$ cat src/rtl/pdl_pkg.sv
// Push-down list package with the stack word, address and command types

package pdl_pkg;

   // ~~~~~~~~~~~~~~~~~~~~
   // Widths
   // ~~~~~~~~~~~~~~~~~~~~

   // Every module's ADDR_W parameter has to match this value
   localparam int PDL_ADDR_W = 10;
   localparam int PDL_WORD_W = 32;

   // ~~~~~~~~~~~~~~~~~~~~
   // Types
   // ~~~~~~~~~~~~~~~~~~~~

   typedef logic [PDL_ADDR_W-1:0] pdl_addr_t;
   typedef logic [PDL_WORD_W-1:0] pdl_word_t;

   // Stack commands from the microcode side
   typedef enum logic [1:0]
   {
      op_push      = 2'd0,
      op_pop       = 2'd1,
      op_read_idx  = 2'd2,
      op_write_idx = 2'd3
   } pdl_op_e;

   // Target of a configuration write
   typedef enum logic
   {
      sel_ptr = 1'b0,
      sel_idx = 1'b1
   } pdl_cfg_sel_e;

endpackage

$ cat src/rtl/pdl_ram_if.sv
// One port of the stack RAM, shared by a requester and the memory

`timescale 1ns/1ps

interface pdl_ram_if;
   import pdl_pkg::*;

   pdl_addr_t addr;
   pdl_word_t wdata;
   logic      wren;
   logic      rden;
   // Registered read data, valid the cycle after rden
   pdl_word_t rdata;

   modport requester
   (
      output addr,
      output wdata,
      output wren,
      output rden,
      input  rdata
   );

   modport ram
   (
      input  addr,
      input  wdata,
      input  wren,
      input  rden,
      output rdata
   );

endinterface

$ cat src/rtl/pdl_sequencer.sv
// Stack command engine turning each command into one RAM port A access

`timescale 1ns/1ps

module pdl_sequencer
#(
   parameter int ADDR_W = 10
)
(
   input  logic                clk_a,
   input  logic                reset,
   input  logic                cmd_valid,
   output logic                cmd_ready,
   input  pdl_pkg::pdl_op_e    cmd_op,
   input  pdl_pkg::pdl_word_t  cmd_data,
   output logic                rsp_valid,
   input  logic                rsp_ready,
   output pdl_pkg::pdl_word_t  rsp_data,
   input  pdl_pkg::pdl_addr_t  ptr,
   input  pdl_pkg::pdl_addr_t  idx,
   output logic                ptr_inc,
   output logic                ptr_dec,
   pdl_ram_if.requester        ram
);
   import pdl_pkg::*;

   typedef enum logic [1:0] {st_idle, st_access, st_respond} state_e;

   state_e    state;
   pdl_op_e   op_q;
   pdl_word_t data_q;
   logic      is_write;
   logic      in_access;

   assign is_write  = (op_q == op_push) || (op_q == op_write_idx);
   assign in_access = (state == st_access);
   assign cmd_ready = (state == st_idle);

   // ~~~~~~~~~~~~~~~~~~~~
   // Control FSM
   // ~~~~~~~~~~~~~~~~~~~~

   // The respond state spends its first cycle waiting on the RAM read
   // register, then raises rsp_valid and holds until the handshake
   always_ff @(posedge clk_a)
   begin
      if (reset)
      begin
         state     <= st_idle;
         rsp_valid <= 1'b0;
      end
      else
      begin
         case (state)
            st_idle:
               if (cmd_valid)
               begin
                  state <= st_access;
               end
            st_access:
               state <= st_respond;
            st_respond:
               if (!rsp_valid)
               begin
                  rsp_valid <= 1'b1;
               end
               else if (rsp_ready)
               begin
                  rsp_valid <= 1'b0;
                  state     <= st_idle;
               end
            default:
               state <= st_idle;
         endcase
      end
   end

   // Command and response payload
   always_ff @(posedge clk_a)
   begin
      if (cmd_valid && cmd_ready)
      begin
         op_q   <= cmd_op;
         data_q <= cmd_data;
      end
      if ((state == st_respond) && !rsp_valid)
      begin
         rsp_data <= is_write ? data_q : ram.rdata;
      end
   end

   // ~~~~~~~~~~~~~~~~~~~~
   // RAM access
   // ~~~~~~~~~~~~~~~~~~~~

   // push writes above the old pointer, pop reads at it
   always_comb
   begin
      case (op_q)
         op_push: ram.addr = ptr + ADDR_W'(1);
         op_pop:  ram.addr = ptr;
         default: ram.addr = idx;
      endcase
   end

   assign ram.wdata = data_q;
   assign ram.wren  = in_access && is_write;
   assign ram.rden  = in_access && !is_write;
   assign ptr_inc   = in_access && (op_q == op_push);
   assign ptr_dec   = in_access && (op_q == op_pop);

   a_rsp_hold: assert property (
      @(posedge clk_a) disable iff (reset)
      rsp_valid && !rsp_ready |=> rsp_valid && $stable(rsp_data)
   ) else $error("pdl_sequencer: response changed while stalled");

endmodule

$ cat src/flat_wrapper.sv
// flat-port wrapper written by rule: the top's interface ports become plain ports
module pdl_sequencer_flat import pdl_pkg::*;
#(
   parameter int ADDR_W = 10
)
  (clk_a, reset, cmd_valid, cmd_ready, cmd_op, cmd_data, rsp_valid, rsp_ready, rsp_data, ptr, idx, ptr_inc, ptr_dec, ram_addr, ram_wdata, ram_wren, ram_rden, ram_rdata);
  pdl_ram_if ram_i ();
  input  logic clk_a;
  input  logic reset;
  input  logic cmd_valid;
  output logic cmd_ready;
  input  pdl_pkg::pdl_op_e cmd_op;
  input  pdl_pkg::pdl_word_t cmd_data;
  output logic rsp_valid;
  input  logic rsp_ready;
  output pdl_pkg::pdl_word_t rsp_data;
  input  pdl_pkg::pdl_addr_t ptr;
  input  pdl_pkg::pdl_addr_t idx;
  output logic ptr_inc;
  output logic ptr_dec;
  output wire logic [$bits(ram_i.addr)-1:0] ram_addr;
  output wire logic [$bits(ram_i.wdata)-1:0] ram_wdata;
  output wire logic [$bits(ram_i.wren)-1:0] ram_wren;
  output wire logic [$bits(ram_i.rden)-1:0] ram_rden;
  input wire logic [$bits(ram_i.rdata)-1:0] ram_rdata;
  assign ram_addr = ram_i.addr;
  assign ram_wdata = ram_i.wdata;
  assign ram_wren = ram_i.wren;
  assign ram_rden = ram_i.rden;
  assign ram_i.rdata = ram_rdata;
  pdl_sequencer #(.ADDR_W(ADDR_W)) u_core (.clk_a(clk_a), .reset(reset), .cmd_valid(cmd_valid), .cmd_ready(cmd_ready), .cmd_op(cmd_op), .cmd_data(cmd_data), .rsp_valid(rsp_valid), .rsp_ready(rsp_ready), .rsp_data(rsp_data), .ptr(ptr), .idx(idx), .ptr_inc(ptr_inc), .ptr_dec(ptr_dec), .ram(ram_i));
endmodule
$ cat config.mk
export PLATFORM = sky130hd
export DESIGN_NAME = pdl_sequencer_flat
export DESIGN_NICKNAME = d
export VERILOG_FILES = /design/src/rtl/pdl_pkg.sv /design/src/rtl/pdl_ram_if.sv /design/src/rtl/pdl_sequencer.sv /design/src/flat_wrapper.sv
export SDC_FILE = /design/constraint.sdc
export NUM_CORES = 1
export LEC_CHECK = 0
export BUFFER_PORTS_ARGS = -buffer_cell sky130_fd_sc_hd__buf_2
export CAP_MARGIN = 20
export CORE_ASPECT_RATIO = 0.7
export CORE_MARGIN = 1
export CORE_UTILIZATION = 47
export DETAILED_ROUTE_END_ITERATION = 7
export PLACE_DENSITY = 0.87
export SLEW_MARGIN = 20
export SYNTH_ARGS = -nofsm -noshare
export SYNTH_HDL_FRONTEND = slang
export SYNTH_SLANG_ARGS = --single-unit
$ cat constraint.sdc
create_clock -name clk_a -period 5.8 [get_ports clk_a]
set_input_delay 0.58 -clock clk_a [delete_from_list [all_inputs] [get_ports clk_a]]
set_output_delay 0.58 -clock clk_a [all_outputs]
set_load 0.005 [all_outputs]
# Word level (Yosys, flattened, before mapping)
# Cells that the tools add are included.
# Widths: inputs -> output; s select.
[classes]
eq_ne = 7
n_reduce_logical = 12
n_mux = 8
addsub = 1
[ops]
columns = ["op", "n"]
rows = [
  ["$mux 32", 1],
  ["$pmux 10 s2", 1],
  ["$add 10x1->10 const B", 1],
  ["$logic_and 1x1->1", 6],
  ["$mux 2", 3],
  ["$pmux 2 s3", 1],
  ["$eq 2x1->1 const B", 2],
  ["$eq 2x2->1 const B", 2],
  ["$logic_not 2->1", 2],
  ["$ne 2x2->1 const B", 2],
  ["$reduce_and 3->1", 1],
  ["$logic_not 1->1", 2],
  ["$mux 1", 2],
  ["$ne 2x1->1 const B", 1],
  ["$logic_or 1x1->1", 1],
]
[totals]
word_cells = 33
reg_bits = 69
out_inout_bits = 80

# Logic depth before layout (Yosys ltp)
[depth]
word_depth = 4
ltp_mapped = 6

# Worst setup path before layout
# No wires, ideal clock.
[synth_timing]
path_kind = "register to register"
start = "register u_core.state[0]"
end = "register u_core.rsp_data[0], enable pin"
path_buffers = 0
t_arrival_ns = 1.834
setup_ns = 0.421
required_ns = 5.379
slack_ns = 3.545
stages_incl_launch_ff = 3
synth_period_minus_slack_ns = 2.255
cell_sequence = "dfxtp_1 nand2b_1 nor2_1"
[synth_via]
elab_chain_len = 2
[synth_rtl]
columns = ["item", "line", "rtl"]
rows = [
  ["start, declared", "pdl_sequencer.sv:29", "state_e state;"],
  ["start signal, assigned", "pdl_sequencer.sv:49", "state <= st_idle;"],
  ["start signal, assigned", "pdl_sequencer.sv:58", "state <= st_access;"],
  ["start signal, assigned", "pdl_sequencer.sv:61", "state <= st_respond;"],
  ["$eq 2x2->1", "pdl_sequencer.sv:86", "if ((state == st_respond) && !rsp_valid)"],
  ["$logic_and 1x1->1", "pdl_sequencer.sv:86", ""],
  ["end signal, assigned", "pdl_sequencer.sv:88", "rsp_data <= is_write ? data_q : ram.rdata;"],
  ["end, declared", "pdl_sequencer.sv:18", "output pdl_pkg::pdl_word_t rsp_data,"],
]
# Every way passes these cells.
# A chain may end at the register's enable or synchronous reset.

# Worst setup path in the final report
[layout_timing]
start = "register u_core.op_q[0]"
end = "output ram_addr[7]"
[layout_via]
elab_chain_len = 2
elab_cells_between_ends = 3
classes_between = "1 x eq/ne; 1 x mux; 1 x reduce/logical"
[layout_rtl]
columns = ["item", "line", "rtl"]
rows = [
  ["start, declared", "pdl_sequencer.sv:30", "pdl_op_e op_q;"],
  ["start signal, assigned", "pdl_sequencer.sv:83", "op_q <= cmd_op;"],
  ["$eq 2x1->1 / $logic_not 2->1 (equally long branches)", "pdl_sequencer.sv:99", "case (op_q)"],
  ["$pmux 10 s2 (*)", "pdl_sequencer.sv:99", ""],
  ["end, declared", "flat_wrapper.sv:21", "output wire logic [$bits(ram_i.addr)-1:0] ram_addr;"],
]
# Mark *: on every way between the ends. The rest lies on a longest branch, timed or not.

==> run_results.csv <==
group,metric,value,unit
routing,vias_per_cell,5.22,
critical_path,arrival,2230,ps
worst_hold_path,worstHoldEndpoint,"u_core.ram.wdata[26]",
critical_path,rrSetupSlack,3770,ps
power,powerDensity,296,nW/um^2
final_layout,seq_area,2040,sq um
yosys,synth_top_area_share,68.8,%
final_layout,post_route_cells_drive_above_1_share,62.8,%
yosys,synth_nets,269,
routing,drt_iter0_drc,113,
placement,gp_congestion,0.987,
power,ir_drop,0.212,mV
yosys,synth_ff_type,"edfxtp_1",
final_layout,final_nets,444,
global_routing,grtUsageTotal,21.1,%
global_routing,grt_pass1_vias,2149,
timing,worst_slack,2990,ps
clocking,cts_tree,"yes",
timing,setup_viol,0,
critical_path,worstPathMaxFanout,13,
clocking,htreeDepth,3,
floorplanning,num_rows,23,
final_layout,syn_to_final_growth,39.2,%
critical_path,required,5220,ps
routing,drt_pass1_iterations,6,
timing,finalMaxSlewViolations,0,
critical_path,critPathTopFamily,"simple AND/OR/NAND/NOR gates",
outcome,status,"completed",
critical_path,r2r_cells,4,
power,clkPwrFrac,35.2,%
placement,io_buffer_count,169,
clocking,cts_buffers,9,
worst_hold_path,hold_class,"primary input to register",
floorplanning,ios,170,
routing,met3_length,706,um
yosys,yosys.area.top_type,"edfxtp_1",
placement,place_ws,3380,ps
timing,tightest_slew,930,ps
final_layout,fin_cells,430,
timing,clock.fmax,356,MHz
clocking,cts_resized,0,
yosys,syn_area_per_cell,16.4,sq um
clocking,clk_path_buf_depth,2,
timing,slew_headroom,37.8,%
final_layout,nFillCells,446,
yosys,syn_inst,176,
critical_path,crit-reg2reg-launch,"u_core.op_q[0]",
power,swShare,22.9,%
run,maxCapViolCount,0,
placement,dpl.cell_count,415,
yosys,synth_cell_types,30,
worst_hold_path,worstHoldPathCells,1,
critical_path,end_kind,"output port",
power,p_seq_share,50.5,%
critical_path,slowest_delay,560,ps
floorplanning,core,5810,sq um
power,p_int,916,uW
timing,period_share,48.4,%
routing,ant_nets,0,
critical_path,cp_slowest_cell,"or4_1",
global_routing,grt_pass1_wl,9800,um
critical_path,start_kind,"register",
yosys,synth.yosys.warnings,0,
routing,route.met2.wl,3410,um
placement,dp.final_hpwl,5110,um
final_layout,multi_input_area,792,sq um
floorplanning,die_area,6450,sq um
global_routing,grt_antenna_before_repair,0,
routing,routed.top_layer,"met4",
global_routing,grt_max_degree,36,
power,p_leak,0.00171,uW
routing,via_count,2245,
routing,wl_met1,2630,um
timing,period_needed,2810,ps
routing,drc,0,
yosys,synth_seq_cells,69,
timing,clock_skew,11.5,ps
global_routing,grt_overflow_total,0,
clocking,cts_sinks,69,
timing,rsz0062_at_grt,"false",
floorplanning,start_util,49.5,%
timing,hold_viol,0,
routing,routedWlPerCell,15.9,um
yosys,synth.area.top_cells,"edfxtp_1 (69%), mux2_2 (13%), dfxtp_1 (2.1%)",
critical_path,cp_num_buf_inv,3,
yosys,yosysSeqAreaShare,70.9,%
yosys,async_flop_share,0,%
clocking,hold_buffers,0,
floorplanning,fp.dieH,67.5,um
worst_hold_path,hp-start,"cmd_data[26]",
timing,tns,0,ps
yosys,netlist_area,2880,sq um
clocking,insertion_delay,340,ps
clocking,cts_root_buffer,"clkbuf_8",
clocking,clk_pin_slew,80,ps
critical_path,worstReg2RegEnd,"u_core.rsp_data[1]",
power,power_frac_comb,14.3,%
critical_path,critical_path_class,"register to output port",
yosys,yosysMostFrequentCell,"edfxtp_1",
clocking,postCtsSetupBuffers,0,
yosys,synth_commonest_cells,"edfxtp_1 (66), mux2_2 (32), nand2_1 (7)",
yosys,synth_enable_flop_cells,66,
power,switchingPower,272,uW
routing,drt-total-wl,6860,um
final_layout,antenna-diode-count,0,
power,p_total,1190,uW
critical_path,crit_path_cell_trace,"inv_1 -> ha_1 -> inv_2 -> or4_1 -> o211ai_1 -> buf_2",
floorplanning,die_width,95.5,um
-- cell usage in the layout (no fill, tap or decap), types with 4 or more instances in the layout --
cell and instances:
mux2_2 32, buf_2 169, a22oi_1 5, clkbuf_8 9, nor2_1 5, o211ai_1 5, nand3_1 5, nand2_1 7
or4_1 4, edfxtp_1 66
-- cells by family (layout without fill, tap and decap cells) --
family | after synthesis | after routing | share of synthesized area, %
compound gates | 21 | 21 | 5.52
fa+ha+maj | 3 | 3 | 1.30
buf+inv | 10 | 189 | 1.87
flops | 69 | 69 | 70.9
mux | 32 | 32 | 12.5
simple gates | 41 | 41 | 7.87
-- layer usage --
| layer | vias up | track usage [%] |
|---|---|---|
| met4 | 0 | 7.84 |
| met2 | 135 | 35.4 |
| met3 | 15 | 10.0 |
| li1 | 1050 | - |
| met5 | - | 0 |
| met1 | 1045 | 23.6 |
-- per-stage QoR --
stage | area (sq um) | utilization [%] | hold slack (ps)
floorplan | 2880 | - | 472
global placement | 3800 | 65.3 | 501
detailed placement | 3800 | 65.3 | 532
CTS | 4010 | 68.9 | 395
global route | 4010 | 68.9 | 389
finish | 4010 | 68.9 | 410
-- power groups by stage --
| stage | registers (uW) | clock network (uW) | logic (uW) |
|---|---|---|---|
| CTS | 600 | 428 | 171 |
| detailed placement | 611 | 0 | 170 |
| finish | 600 | 418 | 169 |
| global route | 604 | 441 | 186 |
| floorplan | 614 | 0 | 81.9 |
| global placement | 609 | 0 | 165 |
-- registers in the layout (all words and copies together) (netlist names) --
register          count
u_core.rsp_valid      1
u_core.ram.wdata     32
u_core.state          2
u_core.op_q           2
u_core.rsp_data      32
-- how the worst max path moves through the flow --
| stage | to | slack, ps | start | depth (start not counted) |
|---|---|---|---|---|
| finish | ram_addr[7] | 2990 | u_core.op_q[0] | 6 |
| floorplan | u_core.rsp_data[0] | 3540 | u_core.state[0] | 2 |
| detailed placement | ram_addr[7] | 3380 | u_core.op_q[0] | 6 |
| global route | ram_addr[7] | 2890 | u_core.op_q[0] | 6 |
| CTS | ram_addr[7] | 2990 | u_core.op_q[0] | 6 |
| global placement | ram_addr[7] | 3480 | u_core.op_q[0] | 6 |
-- cell type report --
class	count	area share (%)
sequential	69	51.0
timing repair buffer	170	21.3
multi-input combinational	97	19.8
clock buffer	9	3.09
tap	75	2.34
clock inverter	6	2.19
inverter	4	0.375
No activity file was read; power rests on OpenSTA's default activity.
