==> src/rtl/pdl_pkg.sv <==
// Push-down list package with the stack word, address and command types

package pdl_pkg;

   // ~~~~~~~~~~~~~~~~~~~~
   // Widths
   // ~~~~~~~~~~~~~~~~~~~~

   // Every module's ADDR_W parameter has to match this value
   localparam int PDL_ADDR_W = 10;
   localparam int PDL_WORD_W = 32;

   // ~~~~~~~~~~~~~~~~~~~~
   // Types
   // ~~~~~~~~~~~~~~~~~~~~

   typedef logic [PDL_ADDR_W-1:0] pdl_addr_t;
   typedef logic [PDL_WORD_W-1:0] pdl_word_t;

   // Stack commands from the microcode side
   typedef enum logic [1:0]
   {
      op_push      = 2'd0,
      op_pop       = 2'd1,
      op_read_idx  = 2'd2,
      op_write_idx = 2'd3
   } pdl_op_e;

   // Target of a configuration write
   typedef enum logic
   {
      sel_ptr = 1'b0,
      sel_idx = 1'b1
   } pdl_cfg_sel_e;

endpackage

==> src/rtl/pdl_regs.sv <==
// Stack pointer and index registers, loaded by configuration and stepped by the sequencer

`timescale 1ns/1ps

module pdl_regs
#(
   parameter int ADDR_W = 10
)
(
   input  logic                   clk_a,
   input  logic                   reset,
   input  logic                   cfg_we,
   input  pdl_pkg::pdl_cfg_sel_e  cfg_sel,
   input  pdl_pkg::pdl_addr_t     cfg_data,
   input  logic                   ptr_inc,
   input  logic                   ptr_dec,
   output pdl_pkg::pdl_addr_t     ptr,
   output pdl_pkg::pdl_addr_t     idx
);
   import pdl_pkg::*;

   logic load_ptr;
   logic load_idx;

   assign load_ptr = cfg_we && (cfg_sel == sel_ptr);
   assign load_idx = cfg_we && (cfg_sel == sel_idx);

   // Configuration loads take priority over the sequencer's steps.
   // Stepping wraps at the top and bottom of the RAM
   always_ff @(posedge clk_a)
   begin
      if (reset)
      begin
         ptr <= '0;
         idx <= '0;
      end
      else
      begin
         if (load_ptr)
         begin
            ptr <= cfg_data;
         end
         else if (ptr_inc)
         begin
            ptr <= ptr + ADDR_W'(1);
         end
         else if (ptr_dec)
         begin
            ptr <= ptr - ADDR_W'(1);
         end

         if (load_idx)
         begin
            idx <= cfg_data;
         end
      end
   end

   // A push and a pop can't be in their access cycle together
   a_single_step: assert property (
      @(posedge clk_a) disable iff (reset)
      !(ptr_inc && ptr_dec)
   ) else $error("pdl_regs: pointer stepped up and down in one cycle");

endmodule

==> config.mk <==
export PLATFORM = sky130hd
export DESIGN_NAME = pdl_regs
export DESIGN_NICKNAME = d
export VERILOG_FILES = /design/src/rtl/pdl_pkg.sv /design/src/rtl/pdl_regs.sv
export SDC_FILE = /design/constraint.sdc
export NUM_CORES = 1
export LEC_CHECK = 0
export BUFFER_PORTS_ARGS = -buffer_cell sky130_fd_sc_hd__buf_2
export CAP_MARGIN = 20
export CORE_ASPECT_RATIO = 0.6
export CORE_UTILIZATION = 55
export CTS_CLUSTER_DIAMETER = 100
export DETAILED_ROUTE_END_ITERATION = 16
export HOLD_SLACK_MARGIN = 0.1
export PLACE_DENSITY_LB_ADDON = 0.1
export SYNTH_ARGS = -nofsm -noshare
export SYNTH_HDL_FRONTEND = slang
export SYNTH_SLANG_ARGS = --single-unit
==> constraint.sdc <==
create_clock -name clk_a -period 3.2 [get_ports clk_a]
set_clock_uncertainty 0.05 [all_clocks]
set_input_delay 0.64 -clock clk_a [delete_from_list [all_inputs] [get_ports clk_a]]
set_output_delay 0.64 -clock clk_a [all_outputs]
set_load 0.1 [all_outputs]
=== Word level (Yosys, flattened, before mapping) ===
Cells that the tools add are included.

* Add/subtract/negate cells: 2
* Multiplexer cells: 3
* Bitwise logic cells: 1
* Reductions and logical operators: 3

{| class="wikitable"
|+ Operators by type and width
! operator !! number
|-
| $mux 10 || 3
|-
| $add 10x1->10 const B || 1
|-
| $sub 10x1->10 const B || 1
|-
| $reduce_bool 3->1 || 1
|-
| $logic_and 1x1->1 || 2
|-
| $not 1->1 || 1
|}

* Register bits after elaboration: 20
* Output and inout bits: 20
* Word-level logic and storage cells: 11

=== Depth between registers and ports, before layout ===
Gate-level depths: netlist of run 1.

* Depth after elaboration: 4
* Mapped depth: 7
* Gate-level depth less buffers: 7

=== Worst setup path after synthesis of run 1 ===
OpenSTA, ideal clock, no wires.

* Path kind: flip-flop to flip-flop
* Start: register ptr[0]
* End: register ptr[8]
* Library setup time: 0.065 ns
* Arrival: 2.393 ns
* Data required time: 3.085 ns
* Setup slack: 0.693 ns
* Stages on the path, launching flop included: 8
* Buffers on the path: 0
* Period minus slack after synthesis: 2.507 ns
* Cells stage by stage: dfxtp_1 inv_1 fa_1 nor2b_1 o21bai_1 o21bai_1 mux2_2 nor2_1

* Longest elaborated chain between the ends: 4

{| class="wikitable"
|+ Ends and longest elaborated chain
! what !! RTL line !! text
|-
| from (decl) || pdl_regs.sv:17 || <nowiki>output pdl_pkg::pdl_addr_t ptr,</nowiki>
|-
| from (signal assigned) || pdl_regs.sv:41 || <nowiki>ptr <= cfg_data;</nowiki>
|-
| from (signal assigned) || pdl_regs.sv:45 || <nowiki>ptr <= ptr + ADDR_W'(1);</nowiki>
|-
| from (signal assigned) || pdl_regs.sv:49 || <nowiki>ptr <= ptr - ADDR_W'(1);</nowiki>
|-
| $sub 10x1->10 || pdl_regs.sv:49 ||
|-
| $mux 10 || pdl_regs.sv:47 || <nowiki>else if (ptr_dec)</nowiki>
|-
| $mux 10 * || pdl_regs.sv:43 || <nowiki>else if (ptr_inc)</nowiki>
|-
| $mux 10 * || pdl_regs.sv:39 || <nowiki>if (load_ptr)</nowiki>
|}

Mark *: on every way between the ends. The rest lies on a longest branch, timed or not. The select of a mux whose other input is x is not followed.
A chain may end at the register's enable or synchronous reset.

=== Worst setup path in the final report of run 1 ===
* Start: input ptr_inc
* End: register ptr[8]

* Longest elaborated chain between the ends: 2

{| class="wikitable"
|+ Ends and longest elaborated chain
! what !! RTL line !! text
|-
| from (decl) || pdl_regs.sv:15 || <nowiki>input logic ptr_inc,</nowiki>
|-
| $mux 10 || pdl_regs.sv:43 ||
|-
| $mux 10 || pdl_regs.sv:39 ||
|}

Several ways; a longest one is shown, not always the timed one.

==> flow_metrics.tcl, run 1 <==
set metrics [dict create \
    worstPathRequired_ns 3.35 \
    synthDistinctLibCells 44 \
    synth_edf_count 0 \
    slew_headroom_pct 67.4 \
    yosys_warnings 0 \
    ys_ff_latch 20 \
    place_congestion 1.06 \
    cap_violations 0 \
    drive_gt1_share_pct 25.3 \
    diodes 0 \
    yosysTopAreaCell "dfxtp_1" \
    ioPinCount 36 \
    timing.final.crit_share_pct 74.5 \
    wl_per_cell_um 15.7 \
    drt_pass1_iterations 4 \
    p_per_area_nw_per_um2 610 \
    clk_pin_slew_ns 0.07 \
    die_h_um 38.7 \
    seq_area_frac_synth_pct 32.4 \
    via_per_inst 6.05 \
    overflow 0 \
    finalHoldViolCount 0 \
    r2r_cells 7 \
    hold_buffers 0 \
    seqPwrFrac_pct 33.3 \
    p_switching_mw 0.419 \
    postRouteAntennaNets 0 \
    rows 12 \
    outcome "completed" \
    syn_avg_cell_area_um2 7.83 \
    crit_path_end_kind "flop" \
    htree_levels 1 \
    leakage_nw 0.661 \
    layout_min_cycle_time_ns 2.39 \
    top_usage_layer "met2" \
    met2_usage_pct 55.4 \
    port_buffers 35 \
    coreArea_um2 1980 \
    comb_power_share_pct 48.0 \
    switching_share_pct 47.1 \
    final_nets 217 \
    synthDominantCellAreaShare_pct 32.4 \
    grt_max_degree 22 \
    irDropWorstVdd_mv 0.347 \
    yosys-top-cells-area "dfxtp_1, nand2_1, ha_1, a21oi_1, nor3_1" \
    dieWidth_um 63.2 \
    worst-path-max-fanout 8 \
    postSynthCellCount 158 \
    root_buffer "clkbuf_8" \
    ctsLongestPathBuffers 2 \
    initial_utilization_pct 62.4 \
    area_growth_pct 17.8 \
    crit_type "in2reg" \
    use_met1_pct 35.3 \
    syn_area_um2 1240 \
    cts_resized 0 \
    grt_pass1_wl_mm 5.62 \
    grt_pass1_vias 1263 \
    finalSetupViolations 0 \
    post_cts_buffers 0 \
    synth_nets 183 \
    rsz0062_at_grt "false" \
    cts_tree "built" \
    p_int_mw 0.470 \
    num_vias 1318 \
    antenna_found_initial 0 \
    setup_tns_ns 0 \
    drcViolationCount 0 \
    wl_mm 3.42 \
    ys.flop_type "dfxtp_1" \
    drtIter0Drc 70 \
    tightest_slew_ns 0.493 \
    dp_hpwl_mm 2.71 \
    grt_usage_pct 31.4 \
    holdPathStages 2 \
    cts_buffers 3 \
    hold_path_class "reg2reg" \
    start_kind "input port" \
    finalPower_mw 0.889 \
    clock_latency_ns 0.26 \
    clockPowerShare_pct 18.7 \
    slew_viol_final 0 \
    async_reset_ff_share_pct 0 \
    cts_sinks 20 \
    die_area_um2 2450 \
    fmax_ghz 0.419 \
    critPathArrivalTime_ns 2.54 \
    use_met3_pct 10.9 \
]
worst max-delay path, stage by stage:
cell,delay (ns)
buf_2,0.15
inv_1,0.17
ha_1,0.43
nand2_1,0.15
o21ai_0,0.34
o21bai_1,0.19
mux2_2,0.35
nor2_1,0.10
per-stage QoR:
stage                     worst slack [ns]  cell area, µm²  hold slack, ns  utilization [%]  instances
after global placement               0.758            1420           0.390             71.5        215
after global routing                 0.743            1460           0.430             73.5        218
after floorplan                      0.693            1240           0.726                -        158
after detailed placement             0.630            1420           0.399             71.5        215
final                                0.815            1460           0.408             73.5        218
after CTS                            0.878            1460           0.408             73.5        218
Yosys cell counts, drive strengths merged, types with 2 or more instances:
| cell | number |
|---|---|
| and2 | 2 |
| or4 | 2 |
| clkbuf | 4 |
| o211ai | 2 |
| nor3 | 9 |
| nand3 | 3 |
| nand2b | 2 |
| o21a | 4 |
| inv | 4 |
| nand2 | 32 |
| o32ai | 2 |
| a211oi | 3 |
| nor2 | 11 |
| a22oi | 2 |
| o21ai | 3 |
| nor2b | 2 |
| dfxtp | 20 |
| a21oi | 20 |
| ha | 8 |
| o21bai | 2 |
| buf | 3 |
| xnor2 | 3 |
| a21o | 2 |
layout make-up:
| cell class | count | area, µm² |
|---|---|---|
| multi-input combinational | 127 | 783 |
| fill | 163 | 524 |
| tap | 28 | 35.0 |
| clock buffer | 3 | 41.3 |
| inverter | 4 | 15.0 |
| timing repair buffer | 36 | 183 |
| sequential | 20 | 400 |
kinds of logic (layout without fill, tap and decap cells):
| kind of cell | Yosys count | in the layout | share of synthesized area, % |
|---|---|---|---|
| flops | 20 | 20 | 32.4 |
| xor+xnor | 3 | 3 | 2.12 |
| mux | 1 | 1 | 0.910 |
| simple gates | 68 | 68 | 25.3 |
| fa+ha+maj | 9 | 9 | 9.71 |
| buf+inv | 11 | 43 | 4.35 |
| compound gates | 46 | 46 | 25.3 |
worst paths after layout:
check	to	slack, ns	start
hold / removal	idx[3]$_SDFFE_PP0P_	0.41	idx[3]$_SDFFE_PP0P_
setup / recovery	ptr[8]$_SDFFE_PP0P_	0.81	ptr_inc
setup reg to reg	ptr[8]$_SDFFE_PP0P_	1.05	ptr[0]$_SDFFE_PP0P_
hold reg to reg	idx[3]$_SDFFE_PP0P_	0.41	idx[3]$_SDFFE_PP0P_
cells in the final DEF (no fill, tap or decap), types with 3 or more instances in the layout:
cell type  count
a21oi_1       19
buf_2         35
clkbuf_8       3
dfxtp_1       20
ha_1           8
inv_1          4
nand2_1       32
nand3_1        3
nor2_1        11
nor3_1         9
o21a_1         4
o21ai_0        3
xnor2_1        3
routing by layer:
layer  share of wire [%]  routed length, µm
met5                   0                  0
met4                 3.0                104
met3                 8.6                293
met2                  47               1600
met1                  42               1430
state kept, by name (all words and copies together) (netlist names):
name / cells
idx: 10
ptr: 10
power by group through the flow:
stage | clock network, mW | registers [mW] | logic [mW]
2_1_floorplan | 0 | 0.474 | 0.169
3_5_place_dp | 0 | 0.302 | 0.422
4_1_cts | 0.167 | 0.296 | 0.424
6_report | 0.166 | 0.296 | 0.427
3_3_place_gp | 0 | 0.299 | 0.407
5_1_grt | 0.179 | 0.298 | 0.453
Note: power is estimated with default switching activity, not from simulation.
==> inputs of run 2 (changes only) <==
- CORE_UTILIZATION: 55 -> 51
- clock period: 3.2 -> 2.5 ns (I/O delays scaled with it)
==> run 2 against run 1 <==
Compared with the run above: die area is 7.5% higher; sequential power is 28% higher; critical path depth stayed put; utilization is 7.3 points lower; combinational power is 28% higher; critical endpoint is now ptr[5]$_SDFFE_PP0P_; design area is 1.3% higher; non-clock buffer count is 2 higher; final cell count is 1.8% higher; count of clock-buffer cells in the layout stayed put; via count is 0.76% lower; sequential cell count stayed put.
==> flow_metrics.tcl, run 2 (synthesis results as in run 1) <==
set metrics [dict create \
    dieWidth_um 65.6 \
    ctsLongestPathBuffers 2 \
    finalPower_mw 1.14 \
    layout_min_cycle_time_ns 2.14 \
    hold_path_class "reg2reg" \
    coreArea_um2 2230 \
    drive_gt1_share_pct 26.6 \
    finalHoldViolCount 0 \
    die_area_um2 2630 \
    whs_ns 0.404 \
    fin_area_um2 1480 \
    critPathArrivalTime_ns 2.28 \
    rsz0062_at_grt "false" \
    hold_buffers 0 \
    ioPinCount 36 \
    grt_pass1_wl_mm 5.18 \
    grt_usage_pct 27.8 \
    root_buffer "clkbuf_8" \
    crit_end "ptr[5]$_SDFFE_PP0P_" \
    grt_max_degree 22 \
    via_per_inst 5.89 \
    leakage_nw 0.670 \
    stdcell_count 222 \
    slew_headroom_pct 66.7 \
    cts_tree "built" \
    reg_top3 "idx: 10 flops, ptr: 10 flops" \
    clk_pin_slew_ns 0.07 \
    setup_slack_ns 0.360 \
    slew_viol_final 0 \
    r2r_cells 7 \
    antenna_found_initial 0 \
    area_growth_pct 19.3 \
    clock_latency_ns 0.26 \
    finalSetupViolations 0 \
    htree_levels 1 \
    irDropWorstVdd_mv 0.420 \
    die_h_um 40.2 \
    placed_cell_area_um2 1440 \
    start_kind "input port" \
    postRouteAntennaNets 0 \
    overflow 0 \
    pre_cts_ws_ns 0.121 \
    dp_hpwl_mm 2.45 \
    wl_mm 3.31 \
    final_common_cell "buf_2" \
    r2r_slack_ns 0.49 \
    drtIter0Drc 50 \
    outcome "completed" \
    final_util_pct 66.3 \
    final_cell_mix "buf_2, nand2_1, a21oi_1, dfxtp_1, nor2_1" \
    setup_tns_ns 0 \
    drt_pass1_iterations 4 \
    wl_per_cell_um 14.9 \
    cts_sinks 20 \
    crit_type "in2reg" \
    worstPathRequired_ns 2.64 \
    timing.final.crit_share_pct 85.6 \
    worst-path-max-fanout 8 \
    crit_path_end_kind "flop" \
    rows 13 \
    port_buffers 35 \
    initial_utilization_pct 55.5 \
    fmax_ghz 0.467 \
    r2r_start "ptr[1]$_SDFFE_PP0P_" \
    cap_violations 0 \
    post_cts_buffers 0 \
    final_nets 219 \
    critPathLaunch "ptr_inc" \
    diodes 0 \
    cts_resized 0 \
    cts_buffers 3 \
    num_vias 1308 \
    grt_pass1_vias 1068 \
    fillCellCount 193 \
    reg2reg_to "ptr[8]$_SDFFE_PP0P_" \
    tightest_slew_ns 0.498 \
    dp.cells 219 \
    place_congestion 0.894 \
    p_per_area_nw_per_um2 771 \
    drcViolationCount 0 \
]
-- run 2: how the worst min path moves through the flow --
| stage | start | to | slack [ns] | cells past startpoint |
|---|---|---|---|---|
| floorplan | cfg_data[0] | ptr[0]$_SDFFE_PP0P_ | 0.58 | 2 |
| global placement | idx[0]$_SDFFE_PP0P_ | idx[0]$_SDFFE_PP0P_ | 0.39 | 2 |
| detailed placement | idx[0]$_SDFFE_PP0P_ | idx[0]$_SDFFE_PP0P_ | 0.39 | 2 |
| CTS | idx[0]$_SDFFE_PP0P_ | idx[0]$_SDFFE_PP0P_ | 0.40 | 2 |
| global route | cfg_data[0] | ptr[0]$_SDFFE_PP0P_ | 0.43 | 3 |
| finish | idx[0]$_SDFFE_PP0P_ | idx[0]$_SDFFE_PP0P_ | 0.40 | 2 |
-- run 2: critical path, cell delays in order --
cell      delay [ns]
buf_2           0.14
inv_1           0.25
ha_1            0.36
a21oi_2         0.23
and2_4          0.20
a21oi_1         0.05
or3b_1          0.37
a211oi_2        0.18
-- run 2: cell type report --
class                   instances  area [µm²]  area share, %
clock buffers                   3        41.3           2.80
inverters                       4        15.0           1.02
multi-input cells             127         783           53.1
flip-flops and latches         20         402           27.2
well taps                      30        37.5           2.54
repair buffers                 38         198           13.4
-- run 2: metal layers --
layer | up-vias | share of wire (%) | GRT usage, %
met2 | 59 | 44 | 46.1
met4 | 0 | 2.3 | 14.7
met1 | 603 | 48 | 34.6
li1 | 636 | - | -
met5 | - | 0 | 0
met3 | 10 | 6.1 | 7.10
-- run 2: power by group --
part | switching, mW | leakage [nW] | total (mW) | internal [mW]
Clock | 0.107 | 0.0216 | 0.215 | 0.108
Combinational | 0.401 | 0.484 | 0.546 | 0.145
Sequential | 0.0268 | 0.165 | 0.378 | 0.351
Total | 0.535 | 0.670 | 1.14 | 0.604
